File: config.mk
export PLATFORM = sky130hd
export DESIGN_NAME = keypad_lock
export DESIGN_NICKNAME = d
export VERILOG_FILES = /design/src/lock_pkg.sv /design/src/keypad_decoder.sv /design/src/code_register.sv /design/src/lock_fsm.sv /design/src/alarm_timer.sv /design/src/keypad_lock.sv
export SDC_FILE = /design/constraint.sdc
export NUM_CORES = 1
export LEC_CHECK = 0
export BUFFER_PORTS_ARGS = -buffer_cell sky130_fd_sc_hd__buf_2
export CORE_MARGIN = 4
export CORE_UTILIZATION = 56
export DETAILED_ROUTE_END_ITERATION = 12
export GPL_TIMING_DRIVEN = 0
export HOLD_SLACK_MARGIN = 0.08
export PLACE_DENSITY = 0.88
export SYNTH_ARGS = -nofsm -noshare
export SYNTH_HDL_FRONTEND = slang
export SYNTH_SLANG_ARGS = --single-unit
File: constraint.sdc
create_clock -name clk -period 2.94 [get_ports clk]
set_clock_uncertainty 0.2 [all_clocks]
set_input_delay 0.294 -clock clk [delete_from_list [all_inputs] [get_ports clk]]
set_output_delay 0.294 -clock clk [all_outputs]
set_load 0.005 [all_outputs]
File: src/lock_pkg.sv
`default_nettype none

package lock_pkg;

    // command keys on the one-hot keypad
    localparam int KEY_ENTER       = 0;
    localparam int KEY_CLEAR_ALL   = 8;
    localparam int KEY_CLEAR_ENTRY = 12;

    // bit position of each digit key, indexed by digit value
    localparam int DIGIT_KEY_BIT [10] = '{3, 7, 6, 5, 11, 10, 9, 15, 14, 13};

    // bits 1, 2 and 4 are not wired to a key
    localparam logic [15:0] KEY_UNUSED_MASK = 16'h0016;

    localparam int ENTRY_LEN = 3;             // digits per code
    localparam int DISPLAY_W = 4 * ENTRY_LEN;

    typedef logic [3:0] digit_t;

    localparam digit_t DIGIT_BLANK = 4'hF;

    // one display word, seen as digit nibbles or as a whole glyph
    typedef union packed {
        digit_t [ENTRY_LEN-1:0] digits;       // [2] leftmost, [0] newest
        logic   [DISPLAY_W-1:0] glyph;
    } display_u;

    localparam logic [DISPLAY_W-1:0] GLYPH_BLANK   = 12'hFFF;
    localparam logic [DISPLAY_W-1:0] GLYPH_OPEN    = 12'hBCC;
    localparam logic [DISPLAY_W-1:0] GLYPH_LOCKOUT = 12'h000;

    typedef enum logic {
        DISP_ENTRY,   // show entered digits
        DISP_STATUS   // show a status glyph
    } display_mode_t;

    typedef enum logic [1:0] {
        GLYPH_SEL_OPEN,
        GLYPH_SEL_LOCKOUT
    } glyph_sel_t;

endpackage

`default_nettype wire

File: src/keypad_decoder.sv
`timescale 1ns/10ps
`default_nettype none

module keypad_decoder
    import lock_pkg::*;
(
    input  logic        clk,
    input  logic        arst_n,
    input  logic [15:0] keys,
    output logic        digit_valid,
    output digit_t      digit,
    output logic        enter,
    output logic        clear_entry,
    output logic        clear_all
);

    logic [15:0] keys_q;      // previous sample
    logic        single_key;
    logic        new_press;
    logic        dig_hit;
    digit_t      dig_val;

    // exactly one key down and none of the dead bits
    assign single_key = $onehot(keys) && ((keys & KEY_UNUSED_MASK) == '0);
    assign new_press  = single_key && (keys != keys_q);  // held key stays quiet

    // map the single key to its digit value
    always_comb begin
        dig_hit = 1'b0;
        dig_val = DIGIT_BLANK;
        for (int i = 0; i < 10; i++) begin
            if (keys[DIGIT_KEY_BIT[i]]) begin
                dig_hit = 1'b1;
                dig_val = digit_t'(i);
            end
        end
    end

    always_ff @(posedge clk or negedge arst_n) begin
        if (!arst_n) begin
            keys_q      <= '0;
            digit_valid <= 1'b0;
            enter       <= 1'b0;
            clear_entry <= 1'b0;
            clear_all   <= 1'b0;
        end else begin
            keys_q      <= keys;
            digit_valid <= new_press && dig_hit;
            enter       <= new_press && keys[KEY_ENTER];
            clear_entry <= new_press && keys[KEY_CLEAR_ENTRY];
            clear_all   <= new_press && keys[KEY_CLEAR_ALL];
        end
    end

    // value of the latest digit event
    always_ff @(posedge clk or negedge arst_n) begin
        if (!arst_n) begin
            digit <= DIGIT_BLANK;
        end else if (new_press && dig_hit) begin
            digit <= dig_val;
        end
    end

endmodule

`default_nettype wire

File: src/code_register.sv
`timescale 1ns/10ps
`default_nettype none

module code_register
    import lock_pkg::*;
#(
    parameter logic [DISPLAY_W-1:0] PASSCODE = 12'h246
) (
    input  logic          clk,
    input  logic          arst_n,
    input  digit_t        digit,
    input  logic          accept_digit,
    input  logic          entry_clear,
    input  display_mode_t display_mode,
    input  glyph_sel_t    glyph_sel,
    output logic          entry_full,
    output logic          code_match,
    output logic [1:0]    digit_count,
    output display_u      display
);

    display_u   entry_q;   // entered digits, newest on the right
    logic [1:0] count_q;

    // shift left on each accepted digit until the entry is full
    always_ff @(posedge clk or negedge arst_n) begin
        if (!arst_n) begin
            entry_q.glyph <= GLYPH_BLANK;
            count_q       <= '0;
        end else if (entry_clear) begin
            entry_q.glyph <= GLYPH_BLANK;   // all nibbles blank
            count_q       <= '0;
        end else if (accept_digit && !entry_full) begin
            entry_q.digits <= {entry_q.digits[ENTRY_LEN-2:0], digit};
            count_q        <= count_q + 2'd1;
        end
    end

    assign entry_full  = (count_q == 2'(ENTRY_LEN));
    assign code_match  = (entry_q.glyph == PASSCODE);  // whole word compare
    assign digit_count = count_q;

    // status mode overrides the digits with a glyph
    always_comb begin
        display = entry_q;
        if (display_mode == DISP_STATUS) begin
            if (glyph_sel == GLYPH_SEL_LOCKOUT) begin
                display.glyph = GLYPH_LOCKOUT;
            end else begin
                display.glyph = GLYPH_OPEN;
            end
        end
    end

endmodule

`default_nettype wire

File: src/lock_fsm.sv
`timescale 1ns/10ps
`default_nettype none

module lock_fsm
    import lock_pkg::*;
#(
    parameter int MAX_TRIES = 6,
    parameter int TRIES_W   = 4
) (
    input  logic               clk,
    input  logic               arst_n,
    input  logic               digit_valid,
    input  logic               enter,
    input  logic               clear_entry,
    input  logic               clear_all,
    input  logic               entry_full,
    input  logic               code_match,
    input  logic               alarm_ack,
    output logic               accept_digit,
    output logic               entry_clear,
    output display_mode_t      display_mode,
    output glyph_sel_t         glyph_sel,
    output logic               alarm_req,
    output logic [TRIES_W-1:0] tries
);

    typedef enum logic [1:0] {
        ST_ENTRY,
        ST_OPEN,
        ST_LOCKOUT
    } lock_state_t;

    // four-phase handshake with the alarm timer
    typedef enum logic [1:0] {
        ALM_IDLE,
        ALM_REQ,      // req high, waiting for ack
        ALM_RELEASE   // req dropped, waiting for ack to fall
    } alarm_phase_t;

    lock_state_t        state_q;
    lock_state_t        state_d;
    alarm_phase_t       alm_q;
    alarm_phase_t       alm_d;
    logic [TRIES_W-1:0] tries_q;
    logic [TRIES_W-1:0] tries_d;
    logic               start_alarm;

    // decoder never gives two events in one cycle
    always_comb begin
        state_d     = state_q;
        tries_d     = tries_q;
        entry_clear = 1'b0;
        start_alarm = 1'b0;
        if (clear_all) begin
            state_d     = ST_ENTRY;
            tries_d     = '0;
            entry_clear = 1'b1;
        end else if (clear_entry && state_q != ST_LOCKOUT) begin
            state_d     = ST_ENTRY;
            entry_clear = 1'b1;
        end else if (enter && state_q == ST_ENTRY && entry_full) begin
            if (code_match) begin
                state_d = ST_OPEN;
            end else begin
                entry_clear = 1'b1;   // wrong code blanks the entry
                tries_d     = tries_q + 1'b1;
                start_alarm = 1'b1;
                if (tries_d == TRIES_W'(MAX_TRIES)) begin
                    state_d = ST_LOCKOUT;
                end
            end
        end
    end

    // a failure mid-handshake does not restart the buzzer
    always_comb begin
        alm_d = alm_q;
        case (alm_q)
            ALM_IDLE: begin
                if (start_alarm) begin
                    alm_d = ALM_REQ;
                end
            end
            ALM_REQ: begin
                if (alarm_ack) begin
                    alm_d = ALM_RELEASE;
                end
            end
            ALM_RELEASE: begin
                if (!alarm_ack) begin
                    alm_d = ALM_IDLE;
                end
            end
            default: alm_d = ALM_IDLE;
        endcase
    end

    always_ff @(posedge clk or negedge arst_n) begin
        if (!arst_n) begin
            state_q <= ST_ENTRY;
            alm_q   <= ALM_IDLE;
            tries_q <= '0;
        end else begin
            state_q <= state_d;
            alm_q   <= alm_d;
            tries_q <= tries_d;
        end
    end

    assign accept_digit = digit_valid && (state_q == ST_ENTRY);  // open/lockout drop digits
    assign display_mode = (state_q == ST_ENTRY) ? DISP_ENTRY : DISP_STATUS;
    assign glyph_sel    = (state_q == ST_LOCKOUT) ? GLYPH_SEL_LOCKOUT : GLYPH_SEL_OPEN;
    assign alarm_req    = (alm_q == ALM_REQ);
    assign tries        = tries_q;

endmodule

`default_nettype wire

File: src/alarm_timer.sv
`timescale 1ns/10ps
`default_nettype none

module alarm_timer #(
    parameter int unsigned BUZZ_CYCLES = 150_000_000
) (
    input  logic clk,
    input  logic arst_n,
    input  logic alarm_req,
    output logic alarm_ack,
    output logic buzzer
);

    // counts 0 .. BUZZ_CYCLES-1
    localparam int CNT_W = (BUZZ_CYCLES > 1) ? $clog2(BUZZ_CYCLES) : 1;

    logic [CNT_W-1:0] cnt_q;
    logic             idle;
    logic             cnt_done;

    assign idle     = !buzzer && !alarm_ack;
    assign cnt_done = (cnt_q == CNT_W'(BUZZ_CYCLES - 1));

    always_ff @(posedge clk or negedge arst_n) begin
        if (!arst_n) begin
            cnt_q     <= '0;
            buzzer    <= 1'b0;
            alarm_ack <= 1'b0;
        end else if (idle) begin
            if (alarm_req) begin
                buzzer <= 1'b1;   // one cycle after req
                cnt_q  <= '0;
            end
        end else if (buzzer) begin
            if (cnt_done) begin
                buzzer    <= 1'b0;
                alarm_ack <= 1'b1;   // ack with the falling buzzer
            end else begin
                cnt_q <= cnt_q + 1'b1;
            end
        end else if (!alarm_req) begin
            alarm_ack <= 1'b0;   // req dropped, close the handshake
        end
    end

endmodule

`default_nettype wire

File: src/keypad_lock.sv
`timescale 1ns/10ps
`default_nettype none

module keypad_lock
    import lock_pkg::*;
#(
    parameter logic [DISPLAY_W-1:0] PASSCODE    = 12'h246,
    parameter int                   MAX_TRIES   = 6,
    parameter int                   TRIES_W     = 4,
    parameter int unsigned          BUZZ_CYCLES = 150_000_000
) (
    input  logic               clk,
    input  logic               arst_n,
    input  logic [15:0]        keys,
    output display_u           display,
    output logic [1:0]         digit_count,
    output logic [TRIES_W-1:0] tries,
    output logic               buzzer
);

    // key events
    logic          digit_valid;
    digit_t        digit;
    logic          enter;
    logic          clear_entry;
    logic          clear_all;

    // entry control and status
    logic          accept_digit;
    logic          entry_clear;
    display_mode_t display_mode;
    glyph_sel_t    glyph_sel;
    logic          entry_full;
    logic          code_match;

    // alarm handshake
    logic          alarm_req;
    logic          alarm_ack;

    keypad_decoder u_decoder (
        .clk         (clk),
        .arst_n      (arst_n),
        .keys        (keys),
        .digit_valid (digit_valid),
        .digit       (digit),
        .enter       (enter),
        .clear_entry (clear_entry),
        .clear_all   (clear_all)
    );

    code_register #(
        .PASSCODE (PASSCODE)
    ) u_code (
        .clk          (clk),
        .arst_n       (arst_n),
        .digit        (digit),
        .accept_digit (accept_digit),
        .entry_clear  (entry_clear),
        .display_mode (display_mode),
        .glyph_sel    (glyph_sel),
        .entry_full   (entry_full),
        .code_match   (code_match),
        .digit_count  (digit_count),
        .display      (display)
    );

    lock_fsm #(
        .MAX_TRIES (MAX_TRIES),
        .TRIES_W   (TRIES_W)
    ) u_fsm (
        .clk          (clk),
        .arst_n       (arst_n),
        .digit_valid  (digit_valid),
        .enter        (enter),
        .clear_entry  (clear_entry),
        .clear_all    (clear_all),
        .entry_full   (entry_full),
        .code_match   (code_match),
        .alarm_ack    (alarm_ack),
        .accept_digit (accept_digit),
        .entry_clear  (entry_clear),
        .display_mode (display_mode),
        .glyph_sel    (glyph_sel),
        .alarm_req    (alarm_req),
        .tries        (tries)
    );

    alarm_timer #(
        .BUZZ_CYCLES (BUZZ_CYCLES)
    ) u_alarm (
        .clk       (clk),
        .arst_n    (arst_n),
        .alarm_req (alarm_req),
        .alarm_ack (alarm_ack),
        .buzzer    (buzzer)
    );

endmodule

`default_nettype wire

After elaboration in Yosys (flattened, before gate mapping)
Cells that the tools add are included.
Word-level totals
  flip-flop bits (word level): 76
  input bits: 18
  output and inout bits: 19
Operators by class
  $add $sub $neg: 18
  eq/ne operators: 20
  muxes and demuxes: 57
  bitwise operators: 1
  reductions and logical operators: 28
Operators with widths (number)
  two-way mux 28 bit: 4
  two-way mux 4 bit: 14
  two-way mux 12 bit: 4
  adder 5 bit: 7
  adder 28 x 1 -> 28 bit (second input constant): 1
  == test 28 bit (second input constant): 1
  two-way mux 1 bit: 24
  two-way mux 2 bit: 10
  adder 1 x 1 -> 2 bit: 8
  logical NOT 16 bit: 1
  != test 16 bit: 1
  == test 12 x 10 -> 1 bit (second input constant): 1
  logical AND 1 bit: 12
  != test 2 bit (second input constant): 6
  AND reduction 3 bit: 4
  != test 2 x 1 -> 1 bit (second input constant): 4
  == test 2 bit (second input constant): 3
  case mux 2 bit (3 select lines): 1
  nonzero test 2 bit: 3
  == test 5 x 1 -> 1 bit (second input constant): 1
  adder 4 x 1 -> 4 bit (second input constant): 1
  == test 2 x 1 -> 1 bit (second input constant): 2
  == test 4 x 3 -> 1 bit (second input constant): 1
  logical NOT 2 bit: 2
  other kinds (6): 8

Longest topological paths before layout
Gate-level depths: netlist (run 1).
  depth in word-level cells: 11
  gate-level depth with buffers: 17
  depth with buffers taken out: 17

By module
From an unflattened synthesis (run 1), not the netlist that was laid out.
Second synthesis, totals
  cells, all modules: 433
  area, all modules: 4274.1 um2
Modules (own cells, without submodules)
  alarm_timer: times used 1, cells each 182, area each 1679.1 um2, seq. area each 750.7 um2
  keypad_decoder: times used 1, cells each 116, area each 1345.0 um2, seq. area each 605.6 um2
  code_register: times used 1, cells each 80, area each 747.0 um2, seq. area each 365.4 um2
  lock_fsm: times used 1, cells each 55, area each 503.0 um2, seq. area each 200.2 um2

Least setup slack after synthesis (run 1)
No wires, ideal clock.
  path type: in2reg
  from: input port keys[14]
  to: register u_decoder.digit[1]
  setup time: 82 ps
  arrival: 4370 ps
  data required time: 2658 ps
  path slack: -1713 ps
  stages: 15
  cell sequence: ha_1 inv_1 fa_1 fa_1 fa_1 inv_1 fa_1 ha_1 fa_1 nor4_1 nand3_1 a21oi_1 nand3_1 inv_1 mux2_2
On the way
  longest elaborated chain between the ends: 8
  elaborated cells between the ends (all ways): 13
RTL lines
  start: declaration: RTL line keypad_lock.sv:14  | input logic [15:0] keys,
  adder 1 x 1 -> 2 bit (not written as such): RTL line keypad_decoder.sv:24  | assign single_key = $onehot(keys) && ((keys & KEY_UNUSED_MASK) == '0);
  adder 5 bit (not written as such) (3 in a row): RTL line keypad_decoder.sv:24
  == test 5 x 1 -> 1 bit: RTL line keypad_decoder.sv:24
  logical AND 1 bit: RTL line keypad_decoder.sv:24
  logical AND 1 bit: RTL line keypad_decoder.sv:25  | assign new_press = single_key && (keys != keys_q);
  logical AND 1 bit: RTL line keypad_decoder.sv:59  | end else if (new_press && dig_hit) begin
  end signal: assignment: RTL line keypad_decoder.sv:60  | digit <= dig_val;
  end: declaration: RTL line keypad_decoder.sv:11  | output digit_t digit,
Several ways; a longest one is shown, not always the timed one.
A chain may end at the register's enable or synchronous reset.

Worst setup path in the final report (run 1)
  from: input port keys[8]
  to: register u_decoder.digit[1]
On the way
  longest elaborated chain between the ends: 8
  elaborated cells between the ends (all ways): 9
RTL lines (RTL line)
  adder 1 x 1 -> 2 bit (not written as such): keypad_decoder.sv:24
  adder 5 bit (not written as such) (3 in a row): keypad_decoder.sv:24
  == test 5 x 1 -> 1 bit: keypad_decoder.sv:24
  logical AND 1 bit: keypad_decoder.sv:24
  logical AND 1 bit *: keypad_decoder.sv:25
  logical AND 1 bit *: keypad_decoder.sv:59
Mark *: on every way between the ends. The rest lies on a longest branch, timed or not.

==> metrics.txt, run 1 <==
Slew Viols, Final=0; clock-pin slew on the worst setup and hold paths=0.08 ns; Hold Crit Class=primary input to asynchronous set/reset pin; dpl ws=-1.79 ns; sequential share of the synthesized area=45.6%; DRC viols=0; area of the core=0.00729 sq mm; Max VDD drop=0.000475 V; run status=complete, but fails checks; Routed WL per cell=16.5 microns; Post-synth EDFFs=0; global placement routability congestion=0.840; Max Cap Viol=0; WP data required=3.02 ns; first-pass GRT wire length=16700 microns; Die ar.=0.00899 sq mm; Post-Layout Cell Count=599; flops & latches, synth=76; LEAKAGE=2.42 nW; reg2reg path depth=6; FFs w/ async S/R, synth=100%; PD cells=576 mW/mm^2; CTS root buf=clkbuf_8; Layout area overhead=23.8%; first-pass iteration count of the detailed router=4; Synth Instances=420; routed wire length=9890 microns; crit path kind=primary input to flip-flop; syn avg cell area=10.0 sq um; Final WS setup=-1.32 ns; Max transition margin=55.5%; GRT overflow=0; vias in the first global route=3519; RR Startpoint=u_decoder.keys_q[12]; Rows=31; clk buf depth=2; dpl hpwl=6540 microns; Placed Area=0.00466 sq mm; largest net degree at the start of global routing=64; FF-to-FF End=u_decoder.digit[1]; Worst setup SP type=primary input; DRT iter0 DRCs=142; share of cells above drive strength 1=26.4%; DP Cell Count=556; Reg2Reg Setup Slack=0.69 ns; initial core utilization=57.9%; Via Count=3408; Clock Sinks=76; routed vias/inst=5.69; GRT Total Usage=23.7%; Cell variety after synth=56; CTS buffer count=9; Worst Setup SP=keys[8]; Max Freq=0.235 GHz; worst hold slack=0.145 ns; top_reg_cell synth=dfrtp_1; Ys Warns=0; Die H=94.8 microns; Final nets=541; RSZ-0062 raised after global routing=yes; Finished Cell Area=0.00522 sq mm; # setup viols final=8; ant diodes=0; DIE WIDTH=94.8 microns; CP max FO=3; Post-Syn Area=0.00422 sq mm; Tmin final=4.26 ns; total power=3.01 mW; IO Pins=37; arrival time worst endpoint=4.35 ns; H-tree levels=3; Hold Fails Final Rpt=0; worst setup path end=u_decoder.digit[1]; initial antenna violation count=0; Util after Layout=71.6%; final worst path period share=145%; worst slew pin tran=0.662 ns; CP endpoint kind=flip-flop; setup TNS=-9.88 ns; net count after synthesis=466; CTS tree=yes; failing checks=setup timing; Final ANT Viol Nets=0; PortBufs=36; Clk Latency, worst-skew pair=0.35 ns
## cell usage after synthesis (8+ instances only)
| cell type | instances | area [sq um] |
|---|---|---|
| dfstp_2 | 16 | 420 |
| nor4_1 | 12 | 75.1 |
| and3_1 | 8 | 50.1 |
| fa_1 | 11 | 220 |
| xor2_1 | 27 | 236 |
| nand4_1 | 11 | 68.8 |
| inv_1 | 31 | 116 |
| nor2_1 | 34 | 128 |
| ha_1 | 17 | 213 |
| nand3_1 | 30 | 150 |
| dfrtp_1 | 60 | 1500 |
| a21oi_1 | 14 | 70.1 |
| nand2_1 | 45 | 169 |
## worst min-delay path by stage
stage                            endpoint     start  slack [ns]  depth (start not counted)
floorplan               u_alarm.alarm_ack    arst_n       -0.20                          0
global placement      u_decoder.keys_q[1]   keys[1]        0.26                          1
detailed placement         u_fsm.tries[2]    arst_n       -0.03                          1
CTS                    u_decoder.digit[0]  keys[14]        0.11                          4
global route        u_code.digit_count[1]    arst_n        0.15                          2
finish                     u_fsm.tries[2]    arst_n        0.14                          2
## routing by layer
metal  up-vias  track usage (%)  wire length [microns]
met1      1696             29.8                   4090
met3        14             5.18                    391
met2        85             41.9                   5280
met5         -                0                      0
li1       1613                -                      -
met4         0             5.41                    121
## sequential cells by signal, indices dropped and copies added (netlist names), 2 cells and up
register            flops
u_fsm.alm_q             2
u_code.digit_count      2
u_fsm.state_q           2
u_code.entry_q         12
u_decoder.digit         4
u_decoder.keys_q       16
u_fsm.tries             4
u_alarm.cnt_q          28
## kinds of logic (layout without fill, tap and decap cells)
family | Yosys count | in the layout | synth area share (%)
multiplexers | 6 | 6 | 1.45
XOR/XNOR | 34 | 34 | 7.06
buffers and inverters | 42 | 122 | 4.18
adder cells (fa/ha/maj) | 28 | 28 | 10.3
flip-flops | 76 | 76 | 45.6
AO/OA/AOI/OAI | 52 | 52 | 8.36
AND/OR/NAND/NOR | 182 | 182 | 23.1
## what timing repair did
item                                   in CTS  in global routing
setup endpoints to repair                   8                  8
setup buffers                               6                  4
endpoints found under the hold margin      87                  0
resized for setup                          32                 12
hold buffers                               17                  0
pin swaps                                   2                  3
## layout make-up
type,count,area [sq um]
fill,533,2070
buffer,10,56.3
multi-input combinational,302,2230
clock inverter,7,55.1
clock buffer,9,124
inverter,32,123
sequential,76,1920
timing repair buffer,64,584
tap,99,124
## power breakdown
part | switching (mW) | leakage (nW) | internal (mW)
combinational | 0.461 | 1.36 | 0.448
clock | 0.422 | 0.0915 | 0.318
sequential | 0.114 | 0.967 | 1.24
## critical path: stages
cell,delay (ns)
buf_8,0.10
ha_4,0.26
inv_2,0.04
fa_1,0.57
inv_2,0.05
fa_2,0.35
inv_2,0.07
fa_1,0.39
inv_2,0.07
fa_1,0.41
ha_2,0.20
fa_1,0.47
nor4_2,0.16
nand3_1,0.17
a21oi_4,0.21
nand3_2,0.12
inv_2,0.11
mux2_4,0.30
## layout by cell type, fill, tap and decap left out, types with 3 or more instances in the layout
| master | n |
|---|---|
| dfrtp_1 | 60 |
| nand2_1 | 45 |
| nor2_1 | 34 |
| nand3_1 | 29 |
| xor2_1 | 27 |
| buf_2 | 26 |
| inv_1 | 17 |
| dlygate4sd3_1 | 17 |
| dfstp_2 | 16 |
| inv_2 | 14 |
| a21oi_1 | 13 |
| nor4_1 | 11 |
| nand4_1 | 11 |
| ha_1 | 10 |
| buf_6 | 9 |
| clkbuf_8 | 9 |
| buf_4 | 9 |
| and3_1 | 8 |
| fa_1 | 8 |
| a21o_1 | 7 |
| xnor2_1 | 7 |
| and2_1 | 6 |
| o21ai_0 | 6 |
| o211ai_1 | 6 |
| ha_4 | 6 |
| clkbuf_1 | 5 |
| mux2i_1 | 5 |
| nor4bb_1 | 4 |
| buf_12 | 4 |
| inv_4 | 3 |
| nor3_1 | 3 |
| or3_1 | 3 |
| o31ai_1 | 3 |
| or4_1 | 3 |
| o21a_1 | 3 |
| fa_2 | 3 |
| inv_6 | 3 |
| buf_8 | 3 |
Power figures use the tool's default switching activity.
==> run 2: changes to the inputs <==
--- a/config.mk
+++ b/config.mk
@@ -7,11 +7,11 @@
 export LEC_CHECK = 0
 export BUFFER_PORTS_ARGS = -buffer_cell sky130_fd_sc_hd__buf_2
 export CORE_MARGIN = 4
-export CORE_UTILIZATION = 56
+export CORE_UTILIZATION = 40
 export DETAILED_ROUTE_END_ITERATION = 12
 export GPL_TIMING_DRIVEN = 0
 export HOLD_SLACK_MARGIN = 0.08
-export PLACE_DENSITY = 0.88
+export PLACE_DENSITY = 0.69
 export SYNTH_ARGS = -nofsm -noshare
 export SYNTH_HDL_FRONTEND = slang
 export SYNTH_SLANG_ARGS = --single-unit
==> run 2 against run 1 <==
Sequential share of layout area decreased by 0.12 points. Wire length decreased by 2.0%. The run still ends with setup timing left. Critical endpoint unchanged. Sequential cell count unchanged. Count of clock-buffer cells in the layout increased by 4. Register-to-register slack improved by 0.05 ns.
==> metrics.txt, run 2 (same netlist as run 1, synthesis figures left out) <==
CTS tree=yes; Clock Sinks=76 (unchanged); DRC viols=0 (unchanged); Max Cap Viol=0 (unchanged); Die ar.=0.0123 sq mm (+36%); LEAKAGE=2.41 nW (-0.60%); RR Startpoint=u_code.entry_q[2]; # setup viols final=8 (unchanged); initial antenna violation count=0 (unchanged); CP endpoint kind=flip-flop; RSZ-0062 raised after global routing=yes; DP Cell Count=593 (+6.7%); crit path kind=primary input to flip-flop; WL met2=4960 microns (-6.1%); routed vias/inst=5.30 (-6.8%); Max Freq=0.239 GHz (+1.9%); worst-path cell chain=buf_8 -> ha_4 -> inv_2 -> fa_2 -> fa_1 -> fa_1 -> inv_1 -> fa_1 -> ha_2 -> fa_1 -> nor4_2 -> nand3_1 -> a21oi_4 -> nand3_2 -> inv_2 -> mux2_4; met3 routed WL=422 microns (+7.9%); CTS root buf=clkbuf_8; clk buf depth=2 (unchanged); Slew Viols, Final=0 (unchanged); Final nets=538 (-0.55%); PD cells=574 mW/mm^2 (-0.37%); setup TNS=-8.73 ns (+1.15 ns); global placement routability congestion=0.869 (+3.5%); clock-pin slew on the worst setup and hold paths=0.08 ns (about the same); largest reg by FF count=u_alarm.cnt_q; Max transition margin=56.0% (+0.51 points); DIE WIDTH=111 microns (+17%); final worst path period share=142% (-2.7 points); vias in the first global route=3453 (-1.9%); Finished Cell Area=0.00524 sq mm (+0.34%); Final WS setup=-1.24 ns (+0.0792 ns); DRT iter0 DRCs=138 (-2.8%); ant diodes=0 (unchanged); share of cells above drive strength 1=24.9% (-1.5 points); CP max FO=3 (unchanged); first-pass iteration count of the detailed router=4 (unchanged); dpl hpwl=6720 microns (+2.7%); dpl ws=-1.79 ns (-0.00381 ns); Layout area overhead=24.2%; total power=3.01 mW (about the same); IO Pins=37 (unchanged); GRT Total Usage=16.5% (-7.3 points); Filler Cell Count=943 (+77%); detailed-routing wirelength on met1=4220 microns (+3.1%); WP data required=3.02 ns (about the same); Worst Setup SP=keys[14]; Die H=111 microns (+17%); Routed WL per cell=15.3 microns (-7.3%); CTS buffer count=9 (unchanged); initial core utilization=41.1% (-17 points); Max VDD drop=0.000403 V (-15%); Post-Layout Cell Count=633 (+5.7%); CP peak stage delay=0.51 ns (-0.06 ns); arrival time worst endpoint=4.26 ns (-0.09 ns); Via Count=3356 (-1.5%); worst slew pin tran=0.654 ns (-0.00753 ns); Placed Area=0.00470 sq mm (+0.99%); routed wire length=9690 microns (-2.0%); max reg flops=28 (unchanged); biggest regs=u_alarm.cnt_q x28, u_decoder.keys_q x16, u_code.entry_q x12; first-pass GRT wire length=16700 microns (about the same); Tmin final=4.18 ns (-0.0792 ns); Final ANT Viol Nets=0 (unchanged); Hold Crit Class=primary input to flip-flop; failing checks=setup timing; most used cell, CP=fa_1; Rows=37 (+19%); delay-heaviest family, CP=adder cells; H-tree levels=3 (unchanged); Buf/Inv on CP=4 (-2); Slowest cell on crit path=fa_1; run status=complete, but fails checks; most common cell after layout, fill and taps aside=dfrtp_1; Clk Latency, worst-skew pair=0.35 ns (about the same); top sig layer=met4; GRT overflow=0 (unchanged); area of the core=0.0103 sq mm (+41%); Worst setup SP type=primary input; Hold Fails Final Rpt=0 (unchanged); hold path startpoint=keys[9]; commonest non-fill, non-tap cells in the layout=dfrtp_1, nand2_1, nor2_1; PortBufs=36 (unchanged); largest net degree at the start of global routing=52 (-19%)
-- run 2: layout make-up --
class                           instances  area (sq um)  share of cell area (%)
Multi-Input combinational cell        302          2230                    42.6
Sequential cell                        76          1920                    36.7
Timing Repair Buffer                   61           552                    10.5
Clock buffer                           13           170                    3.25
Tap cell                              136           170                    3.25
Inverter                               32           120                    2.29
Buffer                                 10          56.3                    1.07
Clock inverter                          3          17.5                   0.334
-- run 2: through the flow --
stage	util (%)	hold WS, ns
after floorplan	-	-0.202
after global placement	45.5	0.258
after detailed placement	45.8	0.0409
after CTS	50.8	0.0884
after global routing	51.0	0.163
final	51.0	0.166
-- run 2: routing by layer --
| layer | vias up | GRT usage (%) |
|---|---|---|
| met5 | - | 0 |
| met2 | 86 | 27.5 |
| met4 | 0 | 4.02 |
| met1 | 1658 | 21.4 |
| met3 | 10 | 4.31 |
| li1 | 1602 | - |
-- run 2: repair_timing --
action	4_1_cts	5_1_grt
pin swaps	4	1
gates resized for setup	34	4
hold buffers	17	1
buffers inserted	6	0
hold endpoints to repair	79	1
setup endpoints to repair	8	8
-- run 2: where the power goes --
group	leakage [nW]	internal [mW]	switching, mW	total (mW)
combinational	1.34	0.432	0.455	0.886
sequential	0.967	1.24	0.111	1.36
clock	0.0994	0.382	0.382	0.764
total	2.41	2.06	0.948	3.01
-- run 2: worst register-to-register path, stage by stage (launching register included) --
cell,delay (ns)
dfstp_2,0.58
nor4b_1,0.44
a31oi_2,0.30
nor2_1,0.24
buf_2,0.26
nand3_1,0.10
-- run 2: worst paths after layout --
path,endpoint,cells past startpoint,slack (ns)
setup / recovery,u_decoder.digit[1],16,-1.24
hold / removal,u_decoder.digit[2],4,0.17
hold reg to reg,u_fsm.alm_q[0],1,0.28
min in group asynchronous,u_alarm.cnt_q[10],2,0.21
max in group asynchronous,u_decoder.digit[0],3,1.71
setup reg to reg,u_code.entry_q[7],5,0.74
==> run 3: changes to the inputs <==
--- a/config.mk
+++ b/config.mk
@@ -5,6 +5,7 @@
 export SDC_FILE = /design/constraint.sdc
 export NUM_CORES = 1
 export LEC_CHECK = 0
+export ABC_AREA = 1
 export BUFFER_PORTS_ARGS = -buffer_cell sky130_fd_sc_hd__buf_2
 export CORE_MARGIN = 4
 export CORE_UTILIZATION = 40
==> run 3 against run 2 <==
The run still ends with setup timing left. Area after synthesis is 15% higher. Core utilization is 1.0 points lower. Sequential share of layout area is 4.5 points lower. Critical path type unchanged. Critical path depth is 1 lower. Synthesized cell count is 64% higher. Power is 26% higher. Worst setup slack better by 0.29 ns. Non-clock buffer count is 1 higher. Global-route usage is 0.82 points higher.
==> metrics.txt, run 3 <==
dpl hpwl=8280 microns (+23%); area of the core=0.0120 sq mm (+16%); first-pass iteration count of the detailed router=4 (unchanged); most used cell, CP=fa_2; H-tree levels=3 (unchanged); final worst path period share=132% (-9.9 points); Routed WL per cell=12.6 microns (-17%); WHS Path Cells=6 (+2); worst hold slack=0.107 ns (-0.0588 ns); vias in the first global route=4202 (+22%); arrival time worst endpoint=3.97 ns (-0.29 ns); Post-Layout Cell Count=910 (+44%); Slew Viols, Final=0 (unchanged); Synth area leader=dfrtp_1; clock-pin slew on the worst setup and hold paths=0.07 ns (about the same); most common cell after layout, fill and taps aside=nand2_1; net count after synthesis=734 (+58%); Buf/Inv on CP=3 (-1); Max Freq=0.257 GHz (+7.4%); sequential share of the synthesized area=39.5% (-6.1 points); RR Startpoint=u_alarm.cnt_q[0]; Hold Path End=u_decoder.digit[0]; reg2reg path depth=12 (+7); Max Cap Viol=0 (unchanged); count leader, synth=nand2_1; Cell variety after synth=31 (-45%); run status=complete, but fails checks; largest reg by FF count=u_alarm.cnt_q; Final WS setup=-0.955 ns (+0.290 ns); Hold Crit Class=primary input to flip-flop; storage element area=0.00192 sq mm (unchanged); share of the synthesized area in the top cell type=30.8% (-4.7 points); # setup viols final=8 (unchanged); first-pass GRT wire length=19900 microns (+19%); DRC viols=0 (unchanged); worst-path cell chain=buf_8 -> ha_4 -> inv_2 -> fa_2 -> inv_2 -> fa_2 -> fa_2 -> fa_1 -> ha_4 -> fa_2 -> nor4_2 -> nand3_1 -> nor2_2 -> nand2_2 -> o21ai_1; Worst setup SP type=primary input; Layout area overhead=22.8%; Synth Instances=688 (+64%); DRT iter0 DRCs=236 (+71%); DIE WIDTH=118 microns (+6.9%); Rows=40 (+8.1%); Synth top cells by count=nand2_1, inv_1, nor2_1; Clock Sinks=76 (unchanged); routed vias/inst=4.80 (-9.5%); Util after Layout=50.0% (-1.0 points); PortBufs=36 (unchanged); worst slew pin tran=0.584 ns (-0.0704 ns); Reg2Reg Setup Slack=0.62 ns (-0.12 ns); IO Pins=37 (unchanged); CTS root buf=clkbuf_16; multi-input logic area=0.00262 sq mm (+17%); hold path startpoint=keys[14]; CP endpoint kind=flip-flop; share of cells above drive strength 1=16.0% (-9.0 points); GRT Total Usage=17.3% (+0.82 points); FF-to-FF End=u_alarm.cnt_q[15]; largest net degree at the start of global routing=68 (+31%); Max VDD drop=0.000679 V (+68%); CTS tree=yes; WP data required=3.02 ns (about the same); crit path kind=primary input to flip-flop; Finished Cell Area=0.00598 sq mm (+14%); ant diodes=0 (unchanged); global placement routability congestion=0.950 (+9.3%); Final ANT Viol Nets=0 (unchanged); CTS buffer count=9 (unchanged); Tmin final=3.89 ns (-0.290 ns); Slowest cell on crit path=fa_2; top_reg_cell synth=dfrtp_1; initial core utilization=40.7% (-0.36 points); RSZ-0062 raised after global routing=yes; setup TNS=-7.41 ns (+1.33 ns); clk buf depth=2 (unchanged); CP max FO=5 (+2); failing checks=setup timing; total power=3.79 mW (+26%); Die H=118 microns (+6.9%); Filler Cell Count=1139 (+21%); Post-Syn Area=0.00487 sq mm (+15%); CP peak stage delay=0.57 ns (+0.06 ns); Hold Fails Final Rpt=0 (unchanged); biggest regs=u_alarm.cnt_q x28, u_decoder.keys_q x16, u_code.entry_q x12; delay-heaviest family, CP=adder cells; Final nets=804 (+49%); Max transition margin=61.1% (+5.1 points); Placed Area=0.00535 sq mm (+14%); largest cells by area after synthesis=dfrtp_1, nand2_1, dfstp_2; Post-synth EDFFs=0 (unchanged); routed wire length=11500 microns (+19%); initial antenna violation count=0 (unchanged); max reg flops=28 (unchanged); Clk Latency, worst-skew pair=0.34 ns (about the same); syn avg cell area=7.07 sq um (-30%); Ys Warns=0 (unchanged); DP Cell Count=872 (+47%); Die ar.=0.0140 sq mm (+14%); Via Count=4366 (+30%); LEAKAGE=2.95 nW (+23%); GRT overflow=0 (unchanged); PD cells=634 mW/mm^2 (+10%); dpl ws=-1.50 ns (+0.290 ns); commonest non-fill, non-tap cells in the layout=nand2_1, nor2_1, inv_1; FFs w/ async S/R, synth=100% (unchanged); flops & latches, synth=76 (unchanged)
run 3: cell count changes after synthesis, sizes merged, moves of 10 or more:
cell	previous run	this run
inv	32	105
nor4	12	2
xor2	27	16
nand2	46	229
nor2	35	101
nand3	32	54
o21ai	9	36
run 3: worst register-to-register path, stage by stage (launching register included):
cell	delay [ns]
dfrtp_1	0.47
ha_1	0.33
inv_2	0.08
nor2_4	0.15
nand3b_1	0.10
nor2_1	0.14
nand2_2	0.13
nand2_4	0.12
nand2_2	0.07
buf_6	0.15
buf_6	0.14
nand3_1	0.07
nand2_1	0.05
run 3: cell type report:
cell class              count  area share [%]
multi-input cells         494            43.9
flip-flops and latches     76            32.2
repair buffers             59            8.21
inverters                 105            6.59
clock buffers              10            4.19
well taps                 147            3.08
plain buffers              13            1.21
clock inverters             6           0.712
run 3: kinds of logic (layout without fill, tap and decap cells):
kind of cell / after synthesis / count (layout) / synth area share [%]
flops: 76 / 76 / 39.5
xor+xnor: 18 / 18 / 3.24
simple gates: 398 / 398 / 33.2
compound gates: 50 / 50 / 5.55
fa+ha+maj: 28 / 28 / 8.89
buf+inv: 118 / 193 / 9.59
run 3: what timing repair did:
action                                  in CTS  in global routing
setup buffers                                4                  1
hold buffers                                17                  0
resized for setup                           31                  8
endpoints found under the setup margin       8                  8
hold endpoints to repair                    79                  0
pin swaps                                   18                 12
run 3: power by group:
| group | leakage [nW] | internal (mW) | switching (mW) |
|---|---|---|---|
| Sequential | 0.967 | 1.26 | 0.0877 |
| Clock | 0.149 | 0.628 | 0.462 |
| Combinational | 1.83 | 0.580 | 0.767 |
| Total | 2.95 | 2.47 | 1.32 |
run 3: worst max path at each step:
stage,startpoint,to,cells past startpoint
6_report,keys[13],u_decoder.digit[3],15
5_1_grt,keys[13],u_decoder.digit[3],15
4_1_cts,keys[4],u_decoder.digit[0],19
3_5_place_dp,keys[8],u_decoder.clear_entry,15
3_3_place_gp,keys[8],u_decoder.digit[3],15
2_1_floorplan,keys[14],u_decoder.digit[3],14
run 3: metal layers:
metal | share of wire [%] | GRT usage, %
met2 | 46 | 27.7
met4 | 2.5 | 7.18
met5 | 0 | 0
met1 | 47 | 23.0
met3 | 4.1 | 3.30
